$ cat config.mk
export PLATFORM = sky130hd
export DESIGN_NAME = relay_cpu
export DESIGN_NICKNAME = d
export VERILOG_FILES = /design/src/logic/relay_isa_pkg.sv /design/src/logic/relay_ctrl_pkg.sv /design/src/logic/pulse_sequencer.sv /design/src/logic/instruction_decoder.sv /design/src/logic/register_file.sv /design/src/logic/alu_unit.sv /design/src/logic/relay_cpu.sv
export VERILOG_INCLUDE_DIRS = /design/src /design/src/logic
export SDC_FILE = /design/constraint.sdc
export NUM_CORES = 1
export LEC_CHECK = 0
export BUFFER_PORTS_ARGS = -buffer_cell sky130_fd_sc_hd__buf_2
export CAP_MARGIN = 15
export CELL_PAD_IN_SITES_DETAIL_PLACEMENT = 0
export CELL_PAD_IN_SITES_GLOBAL_PLACEMENT = 1
export CORE_UTILIZATION = 45
export DETAILED_ROUTE_END_ITERATION = 10
export GPL_ROUTABILITY_DRIVEN = 0
export GPL_TIMING_DRIVEN = 0
export PLACE_DENSITY_LB_ADDON = 0.1
export REMOVE_ABC_BUFFERS = 1
export SYNTH_ARGS = -nofsm -noshare
export SYNTH_HDL_FRONTEND = slang
export SYNTH_SLANG_ARGS = --single-unit
$ cat constraint.sdc
create_clock -name clk -period 4.43 [get_ports clk]
set_input_delay 0.886 -clock clk [delete_from_list [all_inputs] [get_ports clk]]
set_output_delay 0.886 -clock clk [all_outputs]
set_load 0.01 [all_outputs]
$ cat src/logic/relay_defs.svh
// relay computer defines: bus widths, sequencer step counts and instruction lengths
`ifndef RELAY_DEFS_SVH
`define RELAY_DEFS_SVH

`define RELAY_DATA_W 8        // data bus and register width
`define RELAY_ADDR_W 16       // address bus, PC, M, XY, J

// sequencer
`define RELAY_NUM_STEPS 24    // longest instruction (GOTO)
`define RELAY_FETCH_STEPS 4   // steps 1..4 are fetch/increment

// instruction lengths in steps
`define RELAY_LEN_SHORT 8     // MOV8, SETAB, ALU
`define RELAY_LEN_MEM 12      // LOAD, STORE
`define RELAY_LEN_INC 14      // INC16, HALT
`define RELAY_LEN_GOTO 24

`endif

$ cat src/logic/relay_isa_pkg.sv
// relay isa types: instruction classes, register selects, alu functions, condition codes
package relay_isa_pkg;

  typedef enum logic [3:0] {
    IC_MOV8,     // 00dddsss
    IC_SETAB,    // 01rvvvvv
    IC_ALU,      // 1000rfff
    IC_LOAD,     // 100100rr
    IC_STORE,    // 100110rr
    IC_INC16,    // 10110000
    IC_GOTO,     // 11scznxl
    IC_HALT,     // 10101110
    IC_ILLEGAL
  } inst_class_e;

  // same order as the 3-bit register fields in MOV8
  typedef enum logic [2:0] {
    R_A, R_B, R_C, R_D, R_M1, R_M2, R_X, R_Y
  } reg8_e;

  typedef enum logic [2:0] {
    FN_ADD, FN_INC, FN_AND, FN_OR, FN_XOR, FN_NOT, FN_SHL, FN_CLR
  } alu_fn_e;

  typedef struct packed {
    logic sign;
    logic carry;
    logic zero;
  } ccr_t;

endpackage

$ cat src/logic/relay_ctrl_pkg.sv
// relay control types: decoder control bus and memory port bundle
`include "relay_defs.svh"

package relay_ctrl_pkg;

  typedef struct packed {
    // register load enables
    logic ld_a, ld_b, ld_c, ld_d;
    logic ld_m1, ld_m2, ld_x, ld_y;
    logic ld_j1, ld_j2;
    logic ld_xy;                      // 16-bit load from address bus
    logic ld_pc, ld_inc, ld_inst;
    logic ld_ccr;
    // data bus sources
    relay_isa_pkg::reg8_e sel_src;
    logic sel_src_en;
    logic sel_imm;                    // SETAB immediate
    logic sel_alu;
    relay_isa_pkg::alu_fn_e alu_fn;
    logic alu_to_d;                   // alu result goes to D, else A
    // address bus sources, at most one
    logic sel_pc, sel_m, sel_xy, sel_j, sel_inc;
  } ctrl_bus_t;

  typedef struct packed {
    logic mem_read;
    logic mem_write;
    logic [`RELAY_ADDR_W-1:0] addr;
    logic [`RELAY_DATA_W-1:0] wdata;
  } mem_bus_t;

endpackage

$ cat src/logic/pulse_sequencer.sv
// pulse sequencer: one-hot step ring with lengthened pulses, restart and halt
`include "relay_defs.svh"

module pulse_sequencer (
  input  logic                        clk,
  input  logic                        rst_n,
  input  logic                        run,
  input  logic                        inst_done,
  input  logic                        halt_req,
  output logic [`RELAY_NUM_STEPS-1:0] step,
  output logic [`RELAY_NUM_STEPS-1:0] step_prime,
  output logic                        halted
);

  localparam int N = `RELAY_NUM_STEPS;

  logic [N-1:0] step_q;     // ring state, bit 0 is step 1
  logic [N-1:0] step_prev;  // step seen last clock

  always_ff @(posedge clk or negedge rst_n) begin
    if (!rst_n) begin
      step_q    <= N'(1);
      step_prev <= '0;
      halted    <= 1'b0;
    end else begin
      step_prev <= step;
      if (run && !halted) begin
        if (halt_req) begin
          step_q <= '0;     // ring stops, no more pulses
          halted <= 1'b1;
        end else if (inst_done) begin
          step_q <= N'(1);  // next instruction
        end else begin
          step_q <= {step_q[N-2:0], step_q[N-1]};
        end
      end
    end
  end

  // pulses only while running
  assign step = run ? step_q : '0;

  // pulse stretched into the following step
  assign step_prime = step | step_prev;

  a_step_onehot: assert property (@(posedge clk) disable iff (!rst_n)
    run && !halted |-> $onehot(step));

  // shortest instruction ends at step 8
  a_done_not_early: assert property (@(posedge clk) disable iff (!rst_n)
    inst_done |-> ~|step[`RELAY_LEN_SHORT-2:0]);

endmodule

$ cat src/logic/instruction_decoder.sv
// instruction decoder: instruction byte and step pulses to control bus and memory strobes
`include "relay_defs.svh"

module instruction_decoder (
  input  logic                        clk,
  input  logic                        rst_n,
  input  logic [`RELAY_DATA_W-1:0]    inst,
  input  logic [`RELAY_NUM_STEPS-1:0] step,
  input  logic [`RELAY_NUM_STEPS-1:0] step_prime,
  input  relay_isa_pkg::ccr_t         ccr,
  output relay_ctrl_pkg::ctrl_bus_t   ctrl,
  output logic                        mem_read,
  output logic                        mem_write,
  output logic                        inst_done,
  output logic                        halt_req
);

  logic [`RELAY_NUM_STEPS:1] s;     // s[n] is step n
  logic [`RELAY_NUM_STEPS:1] sp;    // lengthened pulses
  relay_isa_pkg::inst_class_e cls;
  logic [7:0] r8_ld;                // per-register load, indexed by reg8_e
  logic taken;                      // goto condition holds
  logic other_ld;

  assign s  = step;
  assign sp = step_prime;

  always_comb begin
    casez (inst)
      8'b00??????: cls = relay_isa_pkg::IC_MOV8;
      8'b01??????: cls = relay_isa_pkg::IC_SETAB;
      8'b1000????: cls = relay_isa_pkg::IC_ALU;
      8'b100100??: cls = relay_isa_pkg::IC_LOAD;
      8'b100110??: cls = relay_isa_pkg::IC_STORE;
      8'b10110000: cls = relay_isa_pkg::IC_INC16;
      8'b10101110: cls = relay_isa_pkg::IC_HALT;
      8'b11??????: cls = relay_isa_pkg::IC_GOTO;
      default:     cls = relay_isa_pkg::IC_ILLEGAL;
    endcase
  end

  // no condition bits means unconditional
  assign taken = (inst[5:2] == 4'b0000) || (inst[5] && ccr.sign) || (inst[4] && ccr.carry)
               || (inst[3] && ccr.zero) || (inst[2] && !ccr.zero);

  always_comb begin
    ctrl      = '0;
    r8_ld     = '0;
    mem_read  = 1'b0;
    mem_write = 1'b0;
    ctrl.alu_fn   = relay_isa_pkg::alu_fn_e'(inst[2:0]);
    ctrl.alu_to_d = inst[3];
    // fetch, common to every instruction
    ctrl.sel_pc  = s[1];
    mem_read     = s[1];
    ctrl.ld_inst = s[1];
    ctrl.ld_inc  = s[1];           // INC <= PC + 1
    ctrl.sel_inc = s[3];
    ctrl.ld_pc   = s[3];
    case (cls)
      relay_isa_pkg::IC_MOV8: begin
        ctrl.sel_src    = relay_isa_pkg::reg8_e'(inst[2:0]);
        ctrl.sel_src_en = sp[6];
        r8_ld[inst[5:3]] = s[6];
      end
      relay_isa_pkg::IC_SETAB: begin
        ctrl.sel_imm = s[6];
        r8_ld[{2'b00, inst[5]}] = s[6];  // A or B
      end
      relay_isa_pkg::IC_ALU: begin
        ctrl.sel_alu = s[6];
        ctrl.ld_ccr  = s[6];
      end
      relay_isa_pkg::IC_LOAD: begin
        ctrl.sel_m = s[9];
        mem_read  |= s[9];
        r8_ld[{1'b0, inst[1:0]}] = s[9];
      end
      relay_isa_pkg::IC_STORE: begin
        ctrl.sel_src    = relay_isa_pkg::reg8_e'({1'b0, inst[1:0]});
        ctrl.sel_src_en = sp[9];
        ctrl.sel_m      = s[9];
        mem_write       = s[9];
      end
      relay_isa_pkg::IC_INC16: begin
        ctrl.sel_xy   = s[9];
        ctrl.ld_inc  |= s[9];
        ctrl.sel_inc |= s[11];
        ctrl.ld_xy    = s[11];
      end
      relay_isa_pkg::IC_GOTO: begin
        // high byte at 9, low byte at 17, PC bumped after each
        ctrl.sel_pc  |= s[9] | s[17] | (s[21] && inst[0]);
        mem_read     |= s[9] | s[17];
        ctrl.ld_j1    = s[9];
        ctrl.ld_j2    = s[17];
        ctrl.ld_inc  |= s[9] | s[17];
        ctrl.sel_inc |= s[11] | s[19];
        ctrl.ld_xy    = s[21] && inst[0];  // link
        ctrl.sel_j    = s[22] && taken;
        ctrl.ld_pc   |= s[11] | s[19] | (s[22] && taken);
      end
      default: ;                   // halt and illegal do nothing past fetch
    endcase
    ctrl.ld_a  = r8_ld[relay_isa_pkg::R_A];
    ctrl.ld_b  = r8_ld[relay_isa_pkg::R_B];
    ctrl.ld_c  = r8_ld[relay_isa_pkg::R_C];
    ctrl.ld_d  = r8_ld[relay_isa_pkg::R_D];
    ctrl.ld_m1 = r8_ld[relay_isa_pkg::R_M1];
    ctrl.ld_m2 = r8_ld[relay_isa_pkg::R_M2];
    ctrl.ld_x  = r8_ld[relay_isa_pkg::R_X];
    ctrl.ld_y  = r8_ld[relay_isa_pkg::R_Y];
  end

  always_comb begin
    case (cls)
      relay_isa_pkg::IC_LOAD, relay_isa_pkg::IC_STORE: inst_done = s[`RELAY_LEN_MEM];
      relay_isa_pkg::IC_INC16, relay_isa_pkg::IC_HALT: inst_done = s[`RELAY_LEN_INC];
      relay_isa_pkg::IC_GOTO:                          inst_done = s[`RELAY_LEN_GOTO];
      default:                                         inst_done = s[`RELAY_LEN_SHORT];
    endcase
  end

  assign halt_req = (cls == relay_isa_pkg::IC_HALT) && s[`RELAY_LEN_INC];

  assign other_ld = |r8_ld || ctrl.ld_j1 || ctrl.ld_j2 || ctrl.ld_xy || ctrl.ld_ccr;

  a_fetch_loads: assert property (@(posedge clk) disable iff (!rst_n)
    |s[`RELAY_FETCH_STEPS:1] |-> !other_ld);

  a_mem_excl: assert property (@(posedge clk) disable iff (!rst_n)
    !(mem_read && mem_write));

endmodule

$ cat src/logic/register_file.sv
// register file: program registers, data bus source mux and address bus mux
`include "relay_defs.svh"

module register_file (
  input  logic                      clk,
  input  logic                      rst_n,
  input  relay_ctrl_pkg::ctrl_bus_t ctrl,
  input  logic [`RELAY_DATA_W-1:0]  mem_rdata,
  input  logic [`RELAY_DATA_W-1:0]  alu_result,
  input  logic [`RELAY_DATA_W-1:0]  imm,
  output logic [`RELAY_ADDR_W-1:0]  addr,
  output logic [`RELAY_DATA_W-1:0]  wdata,
  output logic [`RELAY_DATA_W-1:0]  inst,
  output logic [`RELAY_DATA_W-1:0]  b,
  output logic [`RELAY_DATA_W-1:0]  c
);

  logic [`RELAY_DATA_W-1:0] reg_a, reg_b, reg_c, reg_d;
  logic [`RELAY_DATA_W-1:0] reg_m1, reg_m2, reg_x, reg_y, reg_j1, reg_j2;
  logic [`RELAY_ADDR_W-1:0] pc, inc;
  logic [`RELAY_DATA_W-1:0] src;    // selected register
  logic [`RELAY_DATA_W-1:0] dbus;

  always_comb begin
    case (ctrl.sel_src)
      relay_isa_pkg::R_A:  src = reg_a;
      relay_isa_pkg::R_B:  src = reg_b;
      relay_isa_pkg::R_C:  src = reg_c;
      relay_isa_pkg::R_D:  src = reg_d;
      relay_isa_pkg::R_M1: src = reg_m1;
      relay_isa_pkg::R_M2: src = reg_m2;
      relay_isa_pkg::R_X:  src = reg_x;
      default:             src = reg_y;
    endcase
  end

  // memory drives the bus when nothing else does
  assign dbus = ctrl.sel_alu ? alu_result :
                ctrl.sel_imm ? imm :
                ctrl.sel_src_en ? src : mem_rdata;

  always_comb begin
    addr = '0;
    if (ctrl.sel_pc)       addr = pc;
    else if (ctrl.sel_m)   addr = {reg_m1, reg_m2};
    else if (ctrl.sel_xy)  addr = {reg_x, reg_y};
    else if (ctrl.sel_j)   addr = {reg_j1, reg_j2};
    else if (ctrl.sel_inc) addr = inc;
  end

  always_ff @(posedge clk or negedge rst_n) begin
    if (!rst_n) begin
      pc   <= '0;
      inst <= '0;
    end else begin
      if (ctrl.ld_pc)   pc   <= addr;
      if (ctrl.ld_inst) inst <= dbus;
    end
  end

  always_ff @(posedge clk) begin
    if (ctrl.ld_inc) inc <= addr + 1'b1;  // incrementer
    if (ctrl.ld_a || (ctrl.sel_alu && !ctrl.alu_to_d)) reg_a <= dbus;
    if (ctrl.ld_b) reg_b <= dbus;
    if (ctrl.ld_c) reg_c <= dbus;
    if (ctrl.ld_d || (ctrl.sel_alu && ctrl.alu_to_d)) reg_d <= dbus;
    if (ctrl.ld_m1) reg_m1 <= dbus;
    if (ctrl.ld_m2) reg_m2 <= dbus;
    if (ctrl.ld_j1) reg_j1 <= dbus;
    if (ctrl.ld_j2) reg_j2 <= dbus;
    if (ctrl.ld_xy) begin
      {reg_x, reg_y} <= addr;           // INC16 and goto link
    end else begin
      if (ctrl.ld_x) reg_x <= dbus;
      if (ctrl.ld_y) reg_y <= dbus;
    end
  end

  assign wdata = dbus;
  assign b     = reg_b;
  assign c     = reg_c;

  a_one_addr_src: assert property (@(posedge clk) disable iff (!rst_n)
    $onehot0({ctrl.sel_pc, ctrl.sel_m, ctrl.sel_xy, ctrl.sel_j, ctrl.sel_inc}));

endmodule

$ cat src/logic/alu_unit.sv
// eight-bit alu on B and C with the condition-code register
`include "relay_defs.svh"

module alu_unit (
  input  logic                     clk,
  input  logic                     rst_n,
  input  logic [`RELAY_DATA_W-1:0] b,
  input  logic [`RELAY_DATA_W-1:0] c,
  input  relay_isa_pkg::alu_fn_e   fn,
  input  logic                     ld_ccr,
  output logic [`RELAY_DATA_W-1:0] result,
  output relay_isa_pkg::ccr_t      ccr
);

  logic cy;  // carry out of the current function

  always_comb begin
    cy = 1'b0;
    case (fn)
      relay_isa_pkg::FN_ADD: {cy, result} = {1'b0, b} + {1'b0, c};
      relay_isa_pkg::FN_INC: {cy, result} = {1'b0, b} + 1'b1;
      relay_isa_pkg::FN_AND: result = b & c;
      relay_isa_pkg::FN_OR:  result = b | c;
      relay_isa_pkg::FN_XOR: result = b ^ c;
      relay_isa_pkg::FN_NOT: result = ~b;
      relay_isa_pkg::FN_SHL: {cy, result} = {b, 1'b0};  // msb into carry
      default:               result = '0;               // clr
    endcase
  end

  always_ff @(posedge clk or negedge rst_n) begin
    if (!rst_n) begin
      ccr <= '0;
    end else if (ld_ccr) begin
      ccr.sign  <= result[`RELAY_DATA_W-1];
      ccr.carry <= cy;
      ccr.zero  <= (result == '0);
    end
  end

endmodule

$ cat src/logic/relay_cpu.sv
// relay computer top: sequencer, decoder, register file and alu on the memory ports
`include "relay_defs.svh"

module relay_cpu (
  input  logic                     clk,
  input  logic                     rst_n,
  input  logic                     run,
  input  logic [`RELAY_DATA_W-1:0] mem_rdata,
  output logic                     mem_read,
  output logic                     mem_write,
  output logic [`RELAY_ADDR_W-1:0] mem_addr,
  output logic [`RELAY_DATA_W-1:0] mem_wdata,
  output logic                     halted
);

  logic [`RELAY_NUM_STEPS-1:0] step, step_prime;
  logic inst_done, halt_req;
  relay_ctrl_pkg::ctrl_bus_t ctrl;
  relay_ctrl_pkg::mem_bus_t  mem;
  relay_isa_pkg::ccr_t ccr;
  logic [`RELAY_DATA_W-1:0] inst, imm, b, c, alu_result;

  // SETAB immediate, sign-extended from 5 bits
  assign imm = {{(`RELAY_DATA_W-5){inst[4]}}, inst[4:0]};

  pulse_sequencer u_seq (.clk(clk), .rst_n(rst_n), .run(run), .inst_done(inst_done),
    .halt_req(halt_req), .step(step), .step_prime(step_prime), .halted(halted));

  instruction_decoder u_dec (.clk(clk), .rst_n(rst_n), .inst(inst), .step(step),
    .step_prime(step_prime), .ccr(ccr), .ctrl(ctrl), .mem_read(mem.mem_read),
    .mem_write(mem.mem_write), .inst_done(inst_done), .halt_req(halt_req));

  register_file u_regs (.clk(clk), .rst_n(rst_n), .ctrl(ctrl), .mem_rdata(mem_rdata),
    .alu_result(alu_result), .imm(imm), .addr(mem.addr), .wdata(mem.wdata),
    .inst(inst), .b(b), .c(c));

  alu_unit u_alu (.clk(clk), .rst_n(rst_n), .b(b), .c(c), .fn(ctrl.alu_fn),
    .ld_ccr(ctrl.ld_ccr), .result(alu_result), .ccr(ccr));

  assign mem_read  = mem.mem_read;
  assign mem_write = mem.mem_write;
  assign mem_addr  = mem.addr;
  assign mem_wdata = mem.wdata;

endmodule

==> Word level (Yosys, flattened, before mapping) <==
Cells that the tools add are included.
{ "classes": {"eq_ne": 26, "bitwise_logic": 18, "reduce_logical": 33, "addsub": 3, "magnitude_cmp": 6, "muxes": 41} }
{ "op_table": {"columns": ["cell", "n"], "rows": [
  ["$pmux W8 S7", 2],
  ["$mux W16", 5],
  ["$mux W24", 3],
  ["$mux W8", 7],
  ["$pmux W4 S8", 1],
  ["$pmux W8 S3", 1],
  ["$eq A3 B3 Y1 const B", 6],
  ["$add A16 B1 Y16 const B", 1],
  ["$and A8 B8 Y8", 2],
  ["$eq A4 B3 Y1 const B", 4],
  ["$eq A8 B8 Y1 const B", 2],
  ["$logic_and A1 B1 Y1", 13],
  ["$eq A3 B2 Y1 const B", 4],
  ["$eq A6 B6 Y1 const B", 2],
  ["$mux W1", 11],
  ["$or A1 B1 Y1", 10],
  ["$add A8 B1 Y9 const B", 1],
  ["$add A8 B8 Y9", 1],
  ["$or A9 B9 Y9", 1],
  ["$and A8 B2 Y8", 1],
  ["$and A8 B4 Y8", 1],
  ["$eq A4 B2 Y1 const B", 2],
  ["$logic_not A4 Y1", 2],
  ["$logic_not A8 Y1", 1],
  ["other kinds (28)", 43]
]} }
{ "word_totals": {"elab_cells": 146, "inputBits": 11, "ff_bits": 157, "output_inout_bits": 27} }

==> Longest topological paths before layout <==
Gate-level depths: netlist (run 1).
{ "logic_depth": {"ltp_word": 12, "ltp_mapped": 13, "mapped_depth_nobuf": 11} }

==> Hierarchy <==
A second synthesis (run 1) with hierarchy kept.
{ "unflattened": {"hier_cells": 867, "hier_area_um2": 9649.3} }
{ "by_module_without_submodules": {"columns": ["module", "area_each_um2", "n_inst", "cells_per_inst"], "rows": [
  ["register_file", 5893.2, 1, 465],
  ["pulse_sequencer", 1874.3, 1, 133],
  ["alu_unit", 1247.4, 1, 178],
  ["instruction_decoder", 634.4, 1, 91]
]} }

==> Worst setup path before layout (run 1) <==
Ideal clock, no wire load.
{ "synth_path": {"path_kind": "input -> register", "from": "in run", "to": "reg u_regs.inc[8], data pin", "path_buffers": 2, "t_arrival_ns": 3.500, "path_slack_ns": 0.658, "required_time_ns": 4.158, "stages": 11, "path_cell_list": "nand2_1 -> nor2_1 -> a21oi_1 -> and2_1 -> buf_2 -> buf_1 -> a31oi_1 -> ha_1 -> nand3b_1 -> nor3_1 -> xor2_1"} }
{ "synth_between": {"elab_chain_cells": 10} }
{ "synth_rtl": {"columns": ["item", "line", "text"], "rows": [
  ["start: declaration", "relay_cpu.sv:7", "input logic run,"],
  ["$mux W24 (*)", "pulse_sequencer.sv:41", "assign step = run ? step_q : '0;"],
  ["$or A1 B1 Y1 (2 in a row)", "instruction_decoder.sv:98", "ctrl.sel_inc |= s[11] | s[19];"],
  ["$pmux W1 S2", "instruction_decoder.sv:60", "case (cls)"],
  ["$mux W16", "register_file.sv:48", "else if (ctrl.sel_inc) addr = inc;"],
  ["$mux W16", "register_file.sv:47", "else if (ctrl.sel_j) addr = {reg_j1, reg_j2};"],
  ["$mux W16", "register_file.sv:46", "else if (ctrl.sel_xy) addr = {reg_x, reg_y};"],
  ["$mux W16", "register_file.sv:45", "else if (ctrl.sel_m) addr = {reg_m1, reg_m2};"],
  ["$mux W16 (*)", "register_file.sv:44", "if (ctrl.sel_pc) addr = pc;"],
  ["via mem_addr[1]", "relay_cpu.sv:11", "output logic [`RELAY_ADDR_W-1:0] mem_addr,"],
  ["$add A16 B1 Y16 (*)", "register_file.sv:62", "if (ctrl.ld_inc) inc <= addr + 1'b1;"],
  ["end signal: assignment", "register_file.sv:62", null],
  ["end: declaration", "register_file.sv:20", "logic [`RELAY_ADDR_W-1:0] pc, inc;"]
]} }
Mark *: on every way through the listed nets, which the timed path passes. The rest lies on a longest branch.
A chain may end at the register's enable or synchronous reset.

==> Worst setup path in the final report (run 1) <==
{ "layout_path": {"from": "reg u_regs.inst[1]", "to": "out mem_addr[6]"} }
{ "layout_between": {"elab_chain_cells": 9} }
{ "layout_rtl": {"columns": ["item", "line", "text"], "rows": [
  ["start: declaration", "register_file.sv:13", "output logic [`RELAY_DATA_W-1:0] inst,"],
  ["start signal: assignment", "register_file.sv:57", "if (ctrl.ld_inst) inst <= dbus;"],
  ["$eq A8 B8 Y1", "instruction_decoder.sv:29", "casez (inst)"],
  ["$pmux W4 S8 (*)", "instruction_decoder.sv:29", null],
  ["$eq A4 B3 Y1", "instruction_decoder.sv:60", null],
  ["$pmux W1 S2", "instruction_decoder.sv:60", null],
  ["$mux W16", "register_file.sv:48", null],
  ["$mux W16", "register_file.sv:47", null],
  ["$mux W16", "register_file.sv:46", null],
  ["$mux W16", "register_file.sv:45", null],
  ["$mux W16 (*)", "register_file.sv:44", null],
  ["end: declaration", "relay_cpu.sv:11", null]
]} }
Mark *: on every way between the ends. The rest lies on a longest branch, timed or not.

==> results of run 1 <==
[cells in the final DEF (no fill, tap or decap), drive strengths merged, types with 6 or more instances in the layout]
master,n
nand2,59
o21ai,41
mux2i,12
nor2,62
nor4,6
clkbuf,23
o21a,6
a211oi,24
mux2,21
nand4,12
a21boi,9
xnor2,12
ha,18
o211a,6
and3,11
buf,85
nor3,19
a21oi,47
nand3,18
a22o,28
a31oi,10
edfxtp,96
o211ai,9
inv,42
o221ai,15
nand2b,7
a221oi,10
xor2,9
dfrtp,53
and2,8
[worst max-delay path by stage]
stage / startpoint / end / slack (ps) / depth (start not counted)
2_1_floorplan: u_regs.inst[0]$_DFFE_PN0P_ / mem_wdata[0] / 230 / 6
3_3_place_gp: u_regs.inst[0]$_DFFE_PN0P_ / mem_wdata[0] / -1760 / 7
5_1_grt: u_regs.inst[2]$_DFFE_PN0P_ / mem_addr[4] / 5 / 9
3_5_place_dp: u_regs.inst[1]$_DFFE_PN0P_ / mem_addr[3] / -1340 / 8
4_1_cts: u_regs.inst[1]$_DFFE_PN0P_ / mem_addr[6] / -4 / 8
6_report: u_regs.inst[1]$_DFFE_PN0P_ / mem_addr[6] / 90 / 8
[registers in the layout, summed over array words and instances, names as in the netlist, 2 cells and up]
register and flops:
u_regs.pc 16, u_regs.reg_y 8, u_regs.b 8, u_regs.reg_m2 8, u_regs.reg_j1 8, u_regs.inst 8, u_alu.ccr 3, u_regs.reg_j2 8
u_regs.reg_a 8, u_regs.c 8, u_regs.inc 16, u_regs.reg_d 8, u_seq.step_q 24, u_seq.step_prev 2, u_regs.reg_x 8, u_regs.reg_m1 8
[cell families after synthesis]
| kind of cell | synth area share [%] |
|---|---|
| AOI/OAI and AO/OA | 22.1 |
| xor gates and xnor gates | 2.17 |
| adders and majority gates | 2.90 |
| buffers and inverters | 4.46 |
| DFF | 50.0 |
| muxes | 4.21 |
| and+or+nand+nor | 14.1 |
[worst max-delay path, delay by kind of cell (launching register included)]
family | cells | cell delay (ps)
AO/OA/AOI/OAI | 5 | 1440
flip-flops | 1 | 620
AND/OR/NAND/NOR | 1 | 560
buffers and inverters | 2 | 400
[layout make-up]
type	count	area share (%)
clock buffer	23	4.76
timing repair buffer	85	6.04
clock inverter	9	1.47
sequential	150	42.3
multi-input combinational	557	40.8
tap	229	2.85
inverter	44	1.72
[report_power, final]
part | internal (mW) | leakage, nW | switching, mW
sequential | 1.49 | 1.57 | 0
clock | 0.984 | 0.309 | 0.568
combinational | 0.0201 | 2.11 | 0.0509
[layer usage]
layer	GRT usage, %	wire, um
met3	6.22	1970
met2	44.9	12500
met4	7.72	447
met1	38.0	11300
met5	0	0
[through the flow]
stage          utilization (%)  power (mW)
2_1_floorplan                -        1.54
3_3_place_gp              47.9        1.58
3_5_place_dp              48.6        1.58
4_1_cts                   53.8        3.12
5_1_grt                   55.1        3.19
6_report                  55.1        3.11
[repair_timing]
action | 4_1_cts | 5_1_grt
pin swaps | 8 | 8
setup buffers | 18 | 21
resized for setup | 41 | 15
cloned | 1 | 0
setup endpoints to repair | 129 | 21
==> qor.csv, run 1 <==
stage;metric;value;unit
global_route;grt_remaining_overflow;0;
global_route;grt_pass1_wl;40600;um
worst_setup_path;regToRegEndpoint;u_regs.inc[8]$_DFFE_PP_;
final_layout;multi_input_area;4100;um^2
global_route;grt_pass1_vias;6973;
timing;finalClockSkew;7.80;ps
final_layout;fill_cells;1637;
die;io_pins;38;
global_route;grt_max_degree;49;
hold_path;min_from;u_seq.halted$_DFFE_PN0P_;
run;maxCapViolCount;0;
drt;vias_per_cell;6.41;
final_layout;fin_area;10000;um^2
drt;dr.pass1.iters;8;
cts;numCtsBuffers;17;
drt;routedWlPerCell;23.9;um
timing;fmax;230;MHz
die;die_h;139;um
final_layout;synthToLayoutAreaGrowth;18.6;%
cts;clock_path_buffers;2;
die;start_util;46.5;%
final_layout;fin_nets;885;
placed_design;io_buffer_count;37;
worst_setup_path;cp_slowest_cell;dfrtp_4;
die;fp.coreArea;18200;um^2
final_layout;diodes;0;
yosys;synth_warnings;0;
worst_setup_path;r2r_start;u_regs.inst[1]$_DFFE_PN0P_;
cts;ctsHoldBuffers;0;
drt;post-route-drc-count;1;
yosys;synthCells;800;
timing;setup_ws;88.2;ps
drt;vias;7030;
cts;clk_latency;430;ps
drt;detail_route.wirelength;26200;um
yosys;synth_sequential_area_ratio;50.0;%
hold_path;holdPathStages;1;
timing;setup_viol;0;
placed_design;placed_area;8850;um^2
yosys;yosysTopAreaCellShare;34.1;%
timing;fin_hold_ws;489;ps
timing;slew_violations;0;
worst_setup_path;worst_ep_required_time;3540;ps
placed_design;dp_hpwl;18200;um
die;dieWidth;139;um
yosys;synthTopCellsByArea;edfxtp_1 34%, dfrtp_1 16%, a22o_1 2.9%, mux2_2 2.8%, a21oi_1 2.8%;
run_status;outcome;complete, but fails checks;
yosys;synth.distinct_cells;84;
worst_setup_path;crit_chain;or4b_1, a211o_1, a21o_1, a22oi_2, buf_4, a41oi_1, o21ai_2, buf_2;
worst_setup_path;cp-start-kind;register;
run_status;violations;design-rule violations;
worst_setup_path;cp-end-kind;output pin;
yosys;synth.avg_cell_area;10.6;um^2
worst_setup_path;max_stage_delay;620;ps
placed_design;post-place-cells;1023;
worst_setup_path;criticalPathCategory;reg2out;
timing;hold_viol;0;
cts;path_clk_slew;60;ps
worst_setup_path;r2r_cells;11;
hold_path;worstHoldEndpoint;u_seq.halted$_DFFE_PN0P_;
final_layout;seqCellArea;4250;um^2
yosys;yosysMostFrequentCell;edfxtp_1;
timing;tns;0;ps
cts;cts_tree;done;
yosys;ys_async_sr_fraction;36.0;%
global_route;antenna_found_initial;0;
pwr;power_leakage;3.99;nW
yosys;ys_ff_latch;150;
yosys;netlist_area;8460;um^2
worst_setup_path;r2r_slack;400;ps
drt;drt_iter0_drc;803;
pwr;peakVddDrop;0.252;mV
hold_path;hp-class;reg2reg;
placed_design;dpl_worst_slack;-1340;ps
final_layout;stdcell_count;1097;
die;row_count;49;
yosys;synthTopCellsByCount;96 x edfxtp_1, 62 x nor2_1, 59 x nand2_1;
global_route;gr-usage-all-layers;27.9;%
yosys;ys.flop_type;edfxtp_1;
timing;period_share;98.0;%
timing;tightest_slew;988;ps
cts;cts_sinks;150;
final_layout;drive_gt1_share;24.0;%
worst_setup_path;crit_arrival;3460;ps
drt;postRouteAntennaNets;0;
timing;fin_crit;4340;ps
cts;h-tree-depth;4;
worst_setup_path;critical_path.max_fanout;21;
yosys;synth_edf_count;96;
timing;rsz0062_at_grt;false;
die;die-area;19400;um^2
timing;maxSlewHeadroom;33.9;%
yosys;synth_largest_area_cell;edfxtp_1;
pwr;p_per_area;310;nW/um^2
cts;cts-root-buf;clkbuf_16;
Note: power is estimated with default switching activity, not from simulation.
==> run 2: changes to the inputs <==
--- a/config.mk
+++ b/config.mk
@@ -19,3 +19,4 @@
 export SYNTH_ARGS = -nofsm -noshare
 export SYNTH_HDL_FRONTEND = slang
+export SYNTH_HIERARCHICAL = 1
 export SYNTH_SLANG_ARGS = --single-unit
==> constraint.sdc (replaced) <==
create_clock -name clk -period 4.43 [get_ports clk]
set_input_delay 0.886 -clock clk [delete_from_list [all_inputs] [get_ports clk]]
set_output_delay 0.886 -clock clk [all_outputs]
set_load 0.02 [all_outputs]
==> qor.csv, run 2 <==
stage;metric;value;unit;change
worst_setup_path;critical_path.max_fanout;22;;+4.8%
timing;period_share;96.9;%;-1.1 points
die;dieWidth;143;um;+2.5%
worst_setup_path;r2r_start;u_regs/inst[2]$_DFFE_PN0P_;;
hold_path;hp-class;in2async;;
yosys;synth.avg_cell_area;10.9;um^2;+3.5%
drt;post-route-drc-count;0;;-1
yosys;synth_warnings;6;;+6
cts;numCtsBuffers;17;;unchanged
worst_setup_path;cp-start-kind;register;;
run;maxCapViolCount;0;;unchanged
final_layout;diodes;0;;unchanged
final_layout;synthToLayoutAreaGrowth;12.8;%;
placed_design;io_buffer_count;37;;unchanged
placed_design;dp_hpwl;17700;um;-2.6%
placed_design;placed_area;9140;um^2;+3.2%
drt;dr.pass1.iters;5;;-3
yosys;synthCells;812;;+1.5%
final_layout;final_common_cell;edfxtp_1;;
final_layout;fin_area;10000;um^2;about the same
yosys;netlist_area;8890;um^2;+5.0%
global_route;grt_pass1_wl;39400;um;-3.2%
run_status;outcome;completed;;
die;start_util;45.8;%;-0.65 points
timing;finalClockSkew;6.68;ps;-1.11 ps
worst_setup_path;crit_arrival;3410;ps;-50 ps
timing;fmax;233;MHz;+1.1%
die;die_h;143;um;+2.5%
final_layout;top_regs;u_seq/step_q x24, u_regs/inc x16, u_regs/pc x16;;
worst_setup_path;worst_ep_required_time;3540;ps;about the same
worst_setup_path;criticalPathCategory;reg2out;;
cts;clock_path_buffers;2;;unchanged
final_layout;stdcell_count;1108;;+1.0%
worst_setup_path;cp_slowest_cell;dfrtp_4;;
timing;tns;0;ps;unchanged
pwr;p_per_area;482;nW/um^2;+55%
timing;setup_viol;0;;unchanged
drt;postRouteAntennaNets;0;;unchanged
die;row_count;51;;+4.1%
cts;cts_tree;done;;
drt;vias;6822;;-3.0%
final_layout;fill_cells;1756;;+7.3%
timing;fin_hold_ws;482;ps;-7.19 ps
pwr;power_leakage;3.99;nW;+0.20%
worst_setup_path;cp-end-kind;output pin;;
final_layout;largest_reg_flops;24;;unchanged
pwr;peakVddDrop;0.258;mV;+2.6%
die;fp.coreArea;19400;um^2;+6.5%
die;io_pins;38;;unchanged
pwr;p_total;4.83;mW;+55%
cts;clk_latency;420;ps;about the same
worst_setup_path;crit_chain;nor2_2, a21oi_2, a21oi_4, and2b_4, a221o_1, a31oi_2, inv_2, buf_2;;
cts;h-tree-depth;4;;unchanged
global_route;gr-usage-all-layers;26.4;%;-1.6 points
timing;hold_viol;0;;unchanged
worst_setup_path;startpoint;u_regs/inst[2]$_DFFE_PN0P_;;
final_layout;fin_nets;860;;-2.8%
global_route;grt_remaining_overflow;0;;unchanged
drt;detail_route.wirelength;26000;um;-0.95%
global_route;grt_pass1_vias;6539;;-6.2%
global_route;antenna_found_initial;0;;unchanged
drt;drt_iter0_drc;564;;-30%
cts;cts_sinks;150;;unchanged
timing;tightest_slew;1160;ps;+173 ps
final_layout;drive_gt1_share;26.5;%;+2.5 points
worst_setup_path;max_stage_delay;600;ps;-20 ps
global_route;grt_max_degree;36;;-27%
die;die-area;20300;um^2;+5.0%
cts;cts-root-buf;clkbuf_16;;
drt;vias_per_cell;6.16;;-3.9%
final_layout;regMostFlops;u_seq/step_q;;
drt;routedWlPerCell;23.4;um;-1.9%
final_layout;mostFrequentLayoutCells;96 x edfxtp_1, 48 x inv_1, 48 x dfrtp_1;;
timing;slew_violations;0;;unchanged
placed_design;post-place-cells;1063;;+3.9%
timing;maxSlewHeadroom;22.3;%;-12 points
cts;path_clk_slew;60;ps;about the same
timing;fin_crit;4290;ps;-48.0 ps
## run 2: path summary, 6_finish.rpt
kind	endpoint	slack, ps	cells after the start
hold reg to reg	u_seq/step_q[0]$_DFFE_PN1P_	480	2
setup / recovery	mem_addr[11]	140	8
max in group asynchronous	u_seq/step_q[0]$_DFFE_PN1P_	3290	2
hold / removal	u_seq/step_q[19]$_DFFE_PN0P_	480	1
min in group clk	u_seq/step_q[0]$_DFFE_PN1P_	480	2
setup reg to reg	u_regs/inc[14]$_DFFE_PP_	770	11
## run 2: what timing repair did
action	4_1_cts	5_1_grt
endpoints found under the setup margin	33	17
cloned	0	1
pin swaps	0	2
buffers inserted	2	10
resized for setup	28	17
hold buffers	0	0
## run 2: power breakdown
part / internal, mW / leakage (nW) / switching (mW)
clock network: 1.00 / 0.316 / 0.594
logic: 0.533 / 2.08 / 0.809
registers: 1.61 / 1.60 / 0.279
total: 3.15 / 3.99 / 1.68
## run 2: cell type report
cell class	instances	area, um^2	share of cell area [%]
repair buffers	55	365	3.64
clock inverters	15	224	2.23
clock buffers	17	425	4.24
inverters	60	230	2.29
flip-flops and latches	150	4250	42.3
well taps	265	332	3.31
multi-input cells	546	4210	42.0
## run 2: layer usage
layer	up-vias	global-route usage [%]	share of wire, %
met5	-	0	0
met4	0	7.30	1.4
met3	27	4.85	6.0
met2	268	42.3	48
met1	3448	36.4	45
li1	3079	-	-
## run 2: stage by stage
step / setup WS, ps / util [%]
finish: 136 / 51.7
global route: -4.40 / 51.7
CTS: -5.59 / 50.9
detailed placement: -887 / 47.1
global placement: -1460 / 46.6
floorplan: 297 / -
## run 2: critical path, delay by kind of cell, from the launching register on
kind	cells	cell delay [ps]
flip-flops	1	600
AND/OR/NAND/NOR	2	620
AO/OA/AOI/OAI	4	1440
buffers and inverters	2	310
